===== src/verilog/game_cfg.svh =====
`ifndef GAME_CFG_SVH
`define GAME_CFG_SVH

//////////////////////////////////////////////////////////////
// Playfield geometry
//////////////////////////////////////////////////////////////
`define FIELD_X_MAX 576		// Right wall
`define FIELD_Y_MIN 0		// Sky line
`define FIELD_Y_START 236	// Grass line, spawn height
`define FALL_Y_END 300		// Duck lands below this
`define BOUNCE_MARGIN 20	// Placement after a reflection

//////////////////////////////////////////////////////////////
// Motion per animation tick
//////////////////////////////////////////////////////////////
`define STEP_LG_X 15
`define STEP_SM_X 12
`define STEP_LG_Y 10
`define STEP_SM_Y 2
`define FALL_STEP 10

// Air time, in ticks
`define FLYAWAY_LIMIT 60
`define FLYAWAY_WARN 50

//////////////////////////////////////////////////////////////
// Hold lengths and round size
//////////////////////////////////////////////////////////////
`define DUCKS_PER_ROUND 10
`define INTRO_TICKS 40
`define SHOCK_TICKS 16
`define DOG_TICKS 18
`define LAUGH_TICKS 12
`define FLYOFF_TICKS 4
`define GAMEOVER_TICKS 11
`define NEWROUND_TICKS 6

// Minimum kills to survive a round
`define THRESH_R10 6
`define THRESH_R12 7
`define THRESH_R14 8
`define THRESH_R19 9
`define THRESH_HIGH 10

`endif


===== src/verilog/gamePkg.sv =====
package gamePkg;

	// Game flow
	typedef enum logic [3:0]
	{
		Idle,
		MainMenu,
		Intro,
		DuckStart,
		Fly,
		Bounce,
		DuckHit,
		DuckFall,
		DogShow,
		FlyOff,
		DogLaugh,
		EndRound,
		GameOver,
		NewRound
	} gameState;

	// Encoding matches the random direction input
	typedef enum logic [2:0] {NW, W, NE, E, SW, SE} duckDir;

	// Sequencer to flight module
	typedef enum logic [2:0] {CmdHold, CmdSpawn, CmdFly, CmdBounce, CmdFall} flightCmd;

	typedef logic signed [10:0] coord_t;	// Screen coordinate

endpackage


===== src/verilog/gameIfs.sv =====
`timescale 1ns/1ps

// Sequencer <-> duck motion
interface flightIf;
	gamePkg::flightCmd cmd;
	logic atEdge;
	logic landed;
	logic timeUp;
	gamePkg::coord_t x;
	gamePkg::coord_t y;
	gamePkg::duckDir dir;

	modport seq (output cmd, input atEdge, input landed, input timeUp);
	modport flight (input cmd, output atEdge, output landed, output timeUp,
		output x, output y, output dir);
endinterface

// Sequencer <-> round bookkeeping
interface scoreIf;
	logic newDuck;		// One-tick strobes
	logic duckHit;
	logic newRound;
	logic clearGame;
	logic roundDone;	// Levels
	logic gameOver;

	modport seq (output newDuck, output duckHit, output newRound, output clearGame,
		input roundDone, input gameOver);
	modport score (input newDuck, input duckHit, input newRound, input clearGame,
		output roundDone, output gameOver);
endinterface


===== src/verilog/duckFlight.sv =====
`timescale 1ns/1ps
`include "game_cfg.svh"

module duckFlight (
	input logic ANIM_Clk,
	input logic Reset,
	input logic [1:0] colorRand,
	input logic [2:0] dirRand,
	input logic [1:0] repeatsRand,
	input logic [9:0] startXRand,
	flightIf.flight fl,
	output logic [1:0] color,
	output logic flyAway
);

	logic [5:0] airTimer;
	logic [1:0] tickCnt;	// Ticks within a leg
	logic [2:0] legCnt;
	logic [2:0] legLen;
	gamePkg::coord_t stepX;
	gamePkg::coord_t stepY;
	logic hitLeft;
	logic hitRight;
	logic hitTop;
	logic hitBottom;

	// Codes 6 and 7 have no direction of their own
	function automatic gamePkg::duckDir mapDir(input logic [2:0] r);
		if (r > 3'd5)
			return gamePkg::SE;
		return gamePkg::duckDir'(r);
	endfunction

	assign hitLeft = (fl.x <= 0);
	assign hitRight = (fl.x >= `FIELD_X_MAX);
	assign hitTop = (fl.y <= `FIELD_Y_MIN);
	assign hitBottom = (fl.y >= `FIELD_Y_START);

	assign fl.atEdge = hitLeft | hitRight | hitTop | hitBottom;
	assign fl.landed = (fl.y > `FALL_Y_END);
	assign fl.timeUp = (airTimer >= `FLYAWAY_LIMIT);
	assign flyAway = (airTimer >= `FLYAWAY_WARN) && (airTimer < `FLYAWAY_LIMIT);

	//////////////////////////////////////////////////////////////
	// Step table
	//////////////////////////////////////////////////////////////
	always_comb
	begin
		stepX = '0;
		stepY = '0;
		case (fl.dir)
			gamePkg::NW:
			begin
				stepX = -gamePkg::coord_t'(`STEP_SM_X);
				stepY = -gamePkg::coord_t'(`STEP_LG_Y);
			end
			gamePkg::W:
			begin
				stepX = -gamePkg::coord_t'(`STEP_LG_X);
				stepY = -gamePkg::coord_t'(`STEP_SM_Y);
			end
			gamePkg::NE:
			begin
				stepX = gamePkg::coord_t'(`STEP_SM_X);
				stepY = -gamePkg::coord_t'(`STEP_LG_Y);
			end
			gamePkg::E:
			begin
				stepX = gamePkg::coord_t'(`STEP_LG_X);
				stepY = -gamePkg::coord_t'(`STEP_SM_Y);
			end
			gamePkg::SW:
			begin
				stepX = -gamePkg::coord_t'(`STEP_SM_X);
				stepY = gamePkg::coord_t'(`STEP_LG_Y);
			end
			gamePkg::SE:
			begin
				stepX = gamePkg::coord_t'(`STEP_SM_X);
				stepY = gamePkg::coord_t'(`STEP_LG_Y);
			end
			default: ;
		endcase
	end

	always_ff @(posedge ANIM_Clk or posedge Reset)
	begin
		if (Reset)
		begin
			fl.x <= 11'sd400;
			fl.y <= 11'sd300;
			fl.dir <= gamePkg::NW;
			color <= 2'd0;
			airTimer <= '0;
			tickCnt <= '0;
			legCnt <= '0;
			legLen <= 3'd3;
		end
		else
		begin
			case (fl.cmd)
				gamePkg::CmdSpawn:
				begin
					fl.x <= gamePkg::coord_t'({1'b0, startXRand});
					fl.y <= gamePkg::coord_t'(`FIELD_Y_START);
					fl.dir <= mapDir(dirRand);
					color <= (colorRand == 2'd3) ? 2'd0 : colorRand;
					airTimer <= '0;
					tickCnt <= '0;
					legCnt <= '0;
					legLen <= {1'b0, repeatsRand} + 3'd3;
				end
				gamePkg::CmdFly:
				begin
					fl.x <= fl.x + stepX;
					fl.y <= fl.y + stepY;
					airTimer <= airTimer + 6'd1;
					tickCnt <= tickCnt + 2'd1;
					if (tickCnt == 2'd3)	// End of a leg
					begin
						if (legCnt == legLen - 3'd1)
						begin
							legCnt <= '0;
							fl.dir <= mapDir(dirRand);
						end
						else
							legCnt <= legCnt + 3'd1;
					end
				end
				gamePkg::CmdBounce:
				begin
					// Side walls win in a corner
					if (hitLeft)
					begin
						fl.x <= gamePkg::coord_t'(`BOUNCE_MARGIN);
						case (fl.dir)
							gamePkg::NW: fl.dir <= gamePkg::NE;
							gamePkg::W: fl.dir <= gamePkg::E;
							gamePkg::SW: fl.dir <= gamePkg::SE;
							default: ;
						endcase
					end
					else if (hitRight)
					begin
						fl.x <= gamePkg::coord_t'(`FIELD_X_MAX - `BOUNCE_MARGIN);
						case (fl.dir)
							gamePkg::NE: fl.dir <= gamePkg::NW;
							gamePkg::E: fl.dir <= gamePkg::W;
							gamePkg::SE: fl.dir <= gamePkg::SW;
							default: ;
						endcase
					end
					else if (hitTop)
					begin
						fl.y <= gamePkg::coord_t'(`FIELD_Y_MIN + `BOUNCE_MARGIN);
						case (fl.dir)
							gamePkg::NW, gamePkg::W: fl.dir <= gamePkg::SW;
							gamePkg::NE, gamePkg::E: fl.dir <= gamePkg::SE;
							default: ;
						endcase
					end
					else if (hitBottom)
					begin
						fl.y <= gamePkg::coord_t'(`FIELD_Y_START - `BOUNCE_MARGIN);
						case (fl.dir)
							gamePkg::SW: fl.dir <= gamePkg::NW;
							gamePkg::SE: fl.dir <= gamePkg::NE;
							default: ;
						endcase
					end
				end
				gamePkg::CmdFall: fl.y <= fl.y + gamePkg::coord_t'(`FALL_STEP);
				default: ;
			endcase
		end
	end

	// A step taken from inside the field overshoots by one step at most
	overshoot: assert property (@(posedge ANIM_Clk) disable iff (Reset)
		(fl.cmd == gamePkg::CmdFly && !fl.atEdge) |=>
		(fl.x >= -`STEP_LG_X && fl.x <= `FIELD_X_MAX + `STEP_LG_X &&
		fl.y >= `FIELD_Y_MIN - `STEP_LG_Y && fl.y <= `FIELD_Y_START + `STEP_LG_Y))
		else $error("duck left the field by more than one step");

endmodule


===== src/verilog/duckHuntTop.sv =====
`timescale 1ns/1ps

module duckHuntTop (
	input logic ANIM_Clk,
	input logic Reset,
	input logic run,
	input logic startGame,
	input logic duckKill,
	input logic [1:0] shotCount,
	input logic [1:0] colorRand,
	input logic [2:0] dirRand,
	input logic [1:0] repeatsRand,
	input logic [9:0] startXRand,
	output gamePkg::gameState state,
	output gamePkg::coord_t duckX,
	output gamePkg::coord_t duckY,
	output gamePkg::duckDir duckDir,
	output logic [1:0] duckColor,
	output logic flyAway,
	output logic shootEnable,
	output logic outOfShots,
	output logic gameOver,
	output logic [3:0] duckNumber,
	output logic [9:0] killMask,
	output logic [3:0] killTotal,
	output logic [7:0] roundNumber
);

	flightIf fl();
	scoreIf sc();

	gameSequencer i_gameSequencer (
		.ANIM_Clk(ANIM_Clk),
		.Reset(Reset),
		.run(run),
		.startGame(startGame),
		.duckKill(duckKill),
		.shotCount(shotCount),
		.fl(fl.seq),
		.sc(sc.seq),
		.state(state),
		.shootEnable(shootEnable),
		.outOfShots(outOfShots)
	);

	duckFlight i_duckFlight (
		.ANIM_Clk(ANIM_Clk),
		.Reset(Reset),
		.colorRand(colorRand),
		.dirRand(dirRand),
		.repeatsRand(repeatsRand),
		.startXRand(startXRand),
		.fl(fl.flight),
		.color(duckColor),
		.flyAway(flyAway)
	);

	roundScore i_roundScore (
		.ANIM_Clk(ANIM_Clk),
		.Reset(Reset),
		.sc(sc.score),
		.duckNumber(duckNumber),
		.killMask(killMask),
		.killTotal(killTotal),
		.roundNumber(roundNumber)
	);

	assign duckX = fl.x;
	assign duckY = fl.y;
	assign duckDir = fl.dir;
	assign gameOver = sc.gameOver;

endmodule


===== src/verilog/gameSequencer.sv =====
`timescale 1ns/1ps
`include "game_cfg.svh"

module gameSequencer (
	input logic ANIM_Clk,
	input logic Reset,
	input logic run,
	input logic startGame,
	input logic duckKill,
	input logic [1:0] shotCount,
	flightIf.seq fl,
	scoreIf.seq sc,
	output gamePkg::gameState state,
	output logic shootEnable,
	output logic outOfShots
);

	gamePkg::gameState nextState;
	logic [5:0] holdCnt;	// Ticks spent in current state
	logic [5:0] holdLen;
	logic holdDone;
	logic firstTick;

	always_comb
	begin
		case (state)
			gamePkg::Intro: holdLen = 6'(`INTRO_TICKS);
			gamePkg::DuckHit: holdLen = 6'(`SHOCK_TICKS);
			gamePkg::DogShow: holdLen = 6'(`DOG_TICKS);
			gamePkg::FlyOff: holdLen = 6'(`FLYOFF_TICKS);
			gamePkg::DogLaugh: holdLen = 6'(`LAUGH_TICKS);
			gamePkg::GameOver: holdLen = 6'(`GAMEOVER_TICKS);
			gamePkg::NewRound: holdLen = 6'(`NEWROUND_TICKS);
			default: holdLen = 6'd1;
		endcase
	end

	assign holdDone = (holdCnt == holdLen - 6'd1);
	assign firstTick = (holdCnt == 6'd0);

	//////////////////////////////////////////////////////////////
	// Next state
	//////////////////////////////////////////////////////////////
	always_comb
	begin
		nextState = state;
		case (state)
			gamePkg::Idle: if (run) nextState = gamePkg::MainMenu;
			gamePkg::MainMenu: if (startGame) nextState = gamePkg::Intro;
			gamePkg::Intro: if (holdDone) nextState = gamePkg::DuckStart;
			gamePkg::DuckStart: nextState = gamePkg::Fly;
			gamePkg::Fly:
			begin
				if (outOfShots)
					nextState = gamePkg::DogLaugh;
				else if (fl.timeUp)
					nextState = gamePkg::FlyOff;
				else if (duckKill)
					nextState = gamePkg::DuckHit;
				else if (fl.atEdge)
					nextState = gamePkg::Bounce;
			end
			gamePkg::Bounce: nextState = gamePkg::Fly;
			gamePkg::DuckHit: if (holdDone) nextState = gamePkg::DuckFall;
			gamePkg::DuckFall: if (fl.landed) nextState = gamePkg::DogShow;
			gamePkg::DogShow, gamePkg::DogLaugh:
				if (holdDone)
					nextState = sc.roundDone ? gamePkg::EndRound : gamePkg::DuckStart;
			gamePkg::FlyOff: if (holdDone) nextState = gamePkg::DogLaugh;
			gamePkg::EndRound:
				nextState = sc.gameOver ? gamePkg::GameOver : gamePkg::NewRound;
			gamePkg::GameOver: if (holdDone) nextState = gamePkg::MainMenu;
			gamePkg::NewRound: if (holdDone) nextState = gamePkg::Intro;
			default: nextState = gamePkg::Idle;
		endcase
	end

	always_ff @(posedge ANIM_Clk or posedge Reset)
	begin
		if (Reset)
		begin
			state <= gamePkg::Idle;
			holdCnt <= '0;
			outOfShots <= 1'b0;
		end
		else
		begin
			state <= nextState;
			if (nextState != state)
				holdCnt <= '0;
			else if (holdCnt != 6'h3f)
				holdCnt <= holdCnt + 6'd1;	// Saturate in open-ended states

			if (state == gamePkg::DuckStart)
				outOfShots <= 1'b0;
			else if (state == gamePkg::Fly && shotCount == 2'd3)
				outOfShots <= 1'b1;
		end
	end

	//////////////////////////////////////////////////////////////
	// Commands and strobes
	//////////////////////////////////////////////////////////////
	always_comb
	begin
		case (state)
			gamePkg::DuckStart: fl.cmd = gamePkg::CmdSpawn;
			gamePkg::Fly: fl.cmd = gamePkg::CmdFly;
			gamePkg::Bounce: fl.cmd = gamePkg::CmdBounce;
			gamePkg::DuckFall: fl.cmd = gamePkg::CmdFall;
			default: fl.cmd = gamePkg::CmdHold;
		endcase
	end

	assign sc.newDuck = (state == gamePkg::DuckStart);
	assign sc.duckHit = (state == gamePkg::DuckHit) && firstTick;
	assign sc.newRound = (state == gamePkg::NewRound) && firstTick;
	assign sc.clearGame = (state == gamePkg::MainMenu) && firstTick;
	assign shootEnable = (state == gamePkg::Fly);

	stateLegal: assert property (@(posedge ANIM_Clk) disable iff (Reset)
		state <= gamePkg::NewRound)
		else $error("state register left the enum range");

endmodule


===== src/verilog/roundScore.sv =====
`timescale 1ns/1ps
`include "game_cfg.svh"

module roundScore (
	input logic ANIM_Clk,
	input logic Reset,
	scoreIf.score sc,
	output logic [3:0] duckNumber,
	output logic [9:0] killMask,
	output logic [3:0] killTotal,
	output logic [7:0] roundNumber
);

	logic [3:0] thresh;

	// Later rounds ask for more kills
	always_comb
	begin
		if (roundNumber <= 8'd10)
			thresh = 4'(`THRESH_R10);
		else if (roundNumber <= 8'd12)
			thresh = 4'(`THRESH_R12);
		else if (roundNumber <= 8'd14)
			thresh = 4'(`THRESH_R14);
		else if (roundNumber <= 8'd19)
			thresh = 4'(`THRESH_R19);
		else
			thresh = 4'(`THRESH_HIGH);
	end

	assign sc.roundDone = (duckNumber >= 4'(`DUCKS_PER_ROUND));

	always_ff @(posedge ANIM_Clk or posedge Reset)
	begin
		if (Reset)
		begin
			duckNumber <= '0;
			killMask <= '0;
			killTotal <= '0;
			roundNumber <= 8'd1;
			sc.gameOver <= 1'b0;
		end
		else if (sc.clearGame)	// Back at the menu
		begin
			duckNumber <= '0;
			killMask <= '0;
			killTotal <= '0;
			roundNumber <= 8'd1;
			sc.gameOver <= 1'b0;
		end
		else
		begin
			if (sc.newRound)
			begin
				roundNumber <= roundNumber + 8'd1;
				duckNumber <= '0;
				killMask <= '0;
				killTotal <= '0;
			end
			else
			begin
				if (sc.newDuck)
					duckNumber <= duckNumber + 4'd1;
				if (sc.duckHit && duckNumber != 4'd0)
				begin
					killMask[duckNumber - 4'd1] <= 1'b1;
					killTotal <= killTotal + 4'd1;
				end
			end
			if (sc.roundDone)
				sc.gameOver <= (killTotal < thresh);
		end
	end

	killBound: assert property (@(posedge ANIM_Clk) disable iff (Reset)
		killTotal <= duckNumber)
		else $error("more kills than ducks in the round");

endmodule

===== config.mk =====
export PLATFORM = sky130hd
export DESIGN_NAME = duckHuntTop
export DESIGN_NICKNAME = d
export VERILOG_FILES = /design/src/verilog/gamePkg.sv /design/src/verilog/gameIfs.sv /design/src/verilog/duckFlight.sv /design/src/verilog/duckHuntTop.sv /design/src/verilog/gameSequencer.sv /design/src/verilog/roundScore.sv
export VERILOG_INCLUDE_DIRS = /design/src /design/src/verilog
export SDC_FILE = /design/constraint.sdc
export NUM_CORES = 1
export LEC_CHECK = 0
export BUFFER_PORTS_ARGS = -buffer_cell sky130_fd_sc_hd__buf_2
export CAP_MARGIN = 20
export CORE_ASPECT_RATIO = 1.4
export CORE_MARGIN = 1
export CORE_UTILIZATION = 25
export DETAILED_ROUTE_END_ITERATION = 8
export PLACE_DENSITY = 0.52
export RECOVER_POWER = 50
export SLEW_MARGIN = 10
export SYNTH_ARGS = -nofsm -noshare
export SYNTH_HDL_FRONTEND = slang
export SYNTH_SLANG_ARGS = --single-unit
export TNS_END_PERCENT = 5

===== constraint.sdc =====
create_clock -name ANIM_Clk -period 5.18 [get_ports ANIM_Clk]
set_input_delay 0.518 -clock ANIM_Clk [delete_from_list [all_inputs] [get_ports ANIM_Clk]]
set_output_delay 0.518 -clock ANIM_Clk [all_outputs]
set_load 0.005 [all_outputs]

* After elaboration in Yosys (flattened, before gate mapping) *
Cells that the tools add are included.
Widths: inputs -> output; s select.

operators by class
  $add $sub $neg = 14
  order comparisons = 17
  bitwise logic cells = 4
  reductions and logical operators = 33
  muxes and demuxes = 76
  equal/unequal tests = 40

operator list
  cell                   count
  $mux 4                 23
  $pmux 11 s4            2
  $mux 11                6
  $pmux 11 s3            2
  $pmux 4 s12            1
  $pmux 6 s7             1
  $mux 3                 11
  $mux 10                3
  $pmux 3 s3             3
  $eq 4x4->1 const B     6
  $le 8x4->1 const B     3
  $add 11x11->11         2
  $le 11x1->1 const B    2
  $pmux 3 s2             3
  $reduce_or 2->1        9
  $eq 4x3->1 const B     4
  $mux 8                 2
  $add 6x1->6 const B    2
  $eq 3x2->1 const B     4
  $ge 6x6->1 const B     2
  $mux 6                 2
  $pmux 3 s4             1
  $pmux 6 s2             1
  $add 11x5->11 const B  1
  51 further kinds       88

word-level totals
  bits of input ports = 24
  logic and storage cells = 200
  register bits after elaboration = 79
  output and inout bits = 61

* Longest topological paths before layout *
  depth in word-level cells = 11
  gate-level depth with buffers = 13

* By module *
From an unflattened synthesis, not the netlist that was laid out.

second synthesis, totals
  cell total of the unflattened synthesis = 736
  area total of the unflattened synthesis = 6,150.9 sq um

by module, submodules not included
  module         instances  cells each  area each (sq um)
  duckFlight     1          395         3,299.4
  roundScore     1          158         1,491.4
  gameSequencer  1          183         1,360.1

* Worst setup path before layout *
No wires, ideal clock.

  path type = register to register
  start point = reg i_gameSequencer.state[3]
  end point = reg i_gameSequencer.state[0]
  path slack = 1.625 ns
  path buffers = 4
  cell stages (with the launch flop) = 14
  data arrival time = 3.429 ns
  period minus slack after synthesis = 3.555 ns
  data required time = 5.054 ns
  cells stage by stage = dfrtp_1 -> buf_2 -> buf_2 -> clkbuf_1 -> buf_1 -> a211oi_1 -> ha_1 -> xnor2_1 -> nor3_1 -> or4b_4 -> nor4b_4 -> nor2_2 -> a22o_1 -> a221o_1

between the ends
  word-level cells in the longest chain between the ends = 6
  elaborated cells on any way between the ends = 26
  classes of those cells = 1 x add/sub; 14 x eq/ne; 8 x mux; 3 x reduce/logical

ends and longest elaborated chain
  element                                   RTL line                                  source
  start: declaration                        gameSequencer.sv:13                       output gamePkg::gameState state,
  start signal: assignment                  gameSequencer.sv:82                       state <= gamePkg::Idle;
  start signal: assignment                  gameSequencer.sv:88                       state <= nextState;
  $eq 4x4->1, or another cell as far along  gameSequencer.sv:26, gameSequencer.sv:47
  $pmux 6 s7                                gameSequencer.sv:26                       case (state)
  $sub 6x1->6                               gameSequencer.sv:38                       assign holdDone = (holdCnt == holdLen - 6'd1);
  $eq 6x6->1                                gameSequencer.sv:38
  $mux 4, or another cell as far along      gameSequencer.sv:73                       gamePkg::NewRound: if (holdDone) nextState = gamePkg::Intro;
  $pmux 4 s12 (*)                           gameSequencer.sv:47                       case (state)
  net i_gameSequencer.nextState[0]          gameSequencer.sv:18                       gamePkg::gameState nextState;

Mark *: on every way through the listed nets, which the timed path passes. The rest lies on a longest branch.
A chain may end at the register's enable or synchronous reset.

==> out/results.ini <==
[placement]
place.gp.congestion = 0.8311
dp_slack_ns = 1.561
hpwl_um = 12650
dp_cells = 1045
io_buffers = 83
dpl_cell_area_um2 = 6505

[routing]
detail-route-antenna-nets = 0
top_layer = met4
viasPerCell = 5.040
drc = 0
finalWirelength_um = 16890
drt_iter0_markers = 249
met3_length_um = 576
vias = 5347
wl_met1_um = 7067
met2_length_um = 8827
dr.pass1.iters = 4
wire_per_inst_um = 15.92

[sta]
tns_ns = 0
setup_viol = 0
slew_headroom_pct = -102.7
fin_crit_ns = 3.801
report.final.slew_viol_count = 55
fin_ws_ns = 1.379
rsz0062_at_grt = false
fin_skew_ns = 0.01056
finalCritPeriodShare_pct = 73.37
clock.fmax_mhz = 263.1
hold_violations = 0
worst_slew_pin_slew_ns = 3.040

[pwr]
ir_drop_mv = 0.2300
p_per_area_nw_per_um2 = 633.5
leakagePower_nw = 3.020

[final_layout]
antenna_cells = 0
final_util_pct = 29.88
stdcell_count = 1061
fin_nets = 819
area_delta_synth_final_pct = 16.61
drive_above_1_share_pct = 14.61
layout_commonest_cell = nor2_1
final_area_um2 = 6755
most-common-layout-cells = nor2_1, dfrtp_1, buf_2, nand2_1, o21ai_0

[grt]
grt_pass1_vias = 5181
track_usage_pct = 14.73
grt-ovfl-total = 0
grt_max_degree = 55
grt_first_pass_wirelength_um = 27280
antenna_found_initial = 0

[synthesis]
synth_area_um2 = 5793
synth_edf_count = 0
ys_seq_area_share_pct = 33.91
synth.area.top_cells = dfrtp_1, ha_1, dfstp_2
synth_top_area_share_pct = 29.37
ys_seq_elements = 78
synth_largest_area_cell = dfrtp_1
synth.distinct_cells = 79
ys_async_sr_fraction_pct = 100.0
syn_nets = 749
netlist_instances = 685
ys.flop_type = dfrtp_1
ys_warn_count = 0
syn_area_per_cell_um2 = 8.457

[critical_path]
crit_path_end_kind = asynchronous set/reset pin
cp_slowest_cell = clkbuf_1
critPathLaunchType = input port
critPathKind = in2async
critPathMaxFanout = 54
cp-startpoint = Reset
path_cells = buf_2, clkinvlp_2, clkbuf_1
cp.required_ns = 4.96
max_stage_delay_ns = 2.23
timing.rr.start = i_gameSequencer.state[1]
ff2ff_setup_slack_ns = 1.54
crit_arrival_ns = 3.58

[floorplan]
pin_count = 85
start_util_pct = 25.62
die_area_um2 = 23790
fp.dieH_um = 182.1
num_rows = 65
core_area_um2 = 22610
die_w_um = 130.7

[status]
violations = max-capacitance violations, max-slew violations
status = complete, but fails checks

[worst_hold_path]
hold_path.class = in2reg
hold_start = repeatsRand[0]

[cts]
clk_latency_ns = 0.35
cts_tree = done
cts_max_level = 3
cts_sinks = 78
cts.path.max_buffers = 2
post_cts_resize_count = 0
cts_hold_buf = 0
clk_pin_slew_ns = 0.06
cts_buffers = 9
root_buffer = clkbuf_16
post-cts-setup-buffer-count = 0

[flow_run]
maxCapViolations = 1

==> final timing paths <==
kind	end	cells after the start
max	i_duckFlight.fl.dir[1]	3
min	i_duckFlight.legLen[0]	2
max reg2reg	i_gameSequencer.holdCnt[4]	10
min reg2reg	i_duckFlight.color[0]	2
max in group ANIM_Clk	i_gameSequencer.holdCnt[4]	10
min in group asynchronous	i_roundScore.killTotal[2]	2
==> kinds of logic (layout without fill, tap and decap cells) <==
| logic type | count (synthesis) | after routing | synth area share (%) |
|---|---|---|---|
| AND/OR/NAND/NOR | 261 | 261 | 22.70 |
| adder cells (fa/ha/maj) | 40 | 40 | 8.899 |
| other | 1 | 1 | 0.06473 |
| AO/OA/AOI/OAI | 197 | 197 | 22.74 |
| multiplexers | 10 | 10 | 1.771 |
| XOR/XNOR | 34 | 34 | 5.378 |
| buffers and inverters | 64 | 139 | 4.535 |
| flip-flops | 78 | 78 | 33.91 |
==> routing by layer <==
metal	up-vias	GRT usage, %
met1	2580	17.52
li1	2632	-
met3	28	2.375
met4	0	5.701
met5	-	0
met2	107	26.03
==> synth_stat cells, types with 7 or more instances <==
cell and count:
a21o_1 8, nand3_1 14, nand3b_1 8, and3_1 7, nor2_1 70, nand2b_1 13
a21oi_1 37, ha_1 38, a31oi_1 13, xor2_1 17, a22o_1 9, nor3_1 29
inv_1 32, clkbuf_1 18, a211oi_1 9, mux2i_1 8, nand2_1 62, dfstp_2 10
xnor2_1 16, o31ai_1 7, o21ai_0 48, dfrtp_1 68, or3_1 7, nor2b_1 17
==> registers in the layout (all words and copies together), names as in the netlist <==
name	count
i_duckFlight.airTimer	6
i_duckFlight.color	2
i_duckFlight.fl.dir	3
i_duckFlight.fl.x	11
i_duckFlight.fl.y	10
i_duckFlight.legCnt	3
i_duckFlight.legLen	3
i_duckFlight.tickCnt	2
i_gameSequencer.holdCnt	6
i_gameSequencer.outOfShots	1
i_gameSequencer.state	4
i_roundScore.duckNumber	4
i_roundScore.killMask	10
i_roundScore.killTotal	4
i_roundScore.roundNumber	8
i_roundScore.sc.gameOver	1
==> worst max-delay path: cells and delay by family <==
| family | cells | cell delay [ns] |
|---|---|---|
| buffers and inverters | 3 | 3.04 |
==> metrics by stage <==
stage                     hold slack (ns)  power [mW]
after floorplan                    0.4606       2.998
after global placement             0.4518       3.679
after detailed placement           0.4647       3.698
after CTS                          0.1738       4.332
after global routing               0.3603       4.702
final                              0.3603       4.279
==> power breakdown <==
| group | leakage [nW] | internal, mW | switching (mW) |
|---|---|---|---|
| Clock | 0.132 | 0.338 | 0.269 |
| Sequential | 0.992 | 0.826 | 0.361 |
| Combinational | 1.90 | 1.09 | 1.40 |
| Total | 3.02 | 2.25 | 2.03 |
==> layout make-up <==
cell class,count,area [µm²]
Fill cell,2515,15850
Multi-Input combinational cell,543,3571
Sequential cell,78,1964
Timing Repair Buffer,90,441.7
Tap cell,301,376.6
Clock buffer,11,242.7
Inverter,33,125.1
Clock inverter,5,33.78
Power figures use the tool's default switching activity.
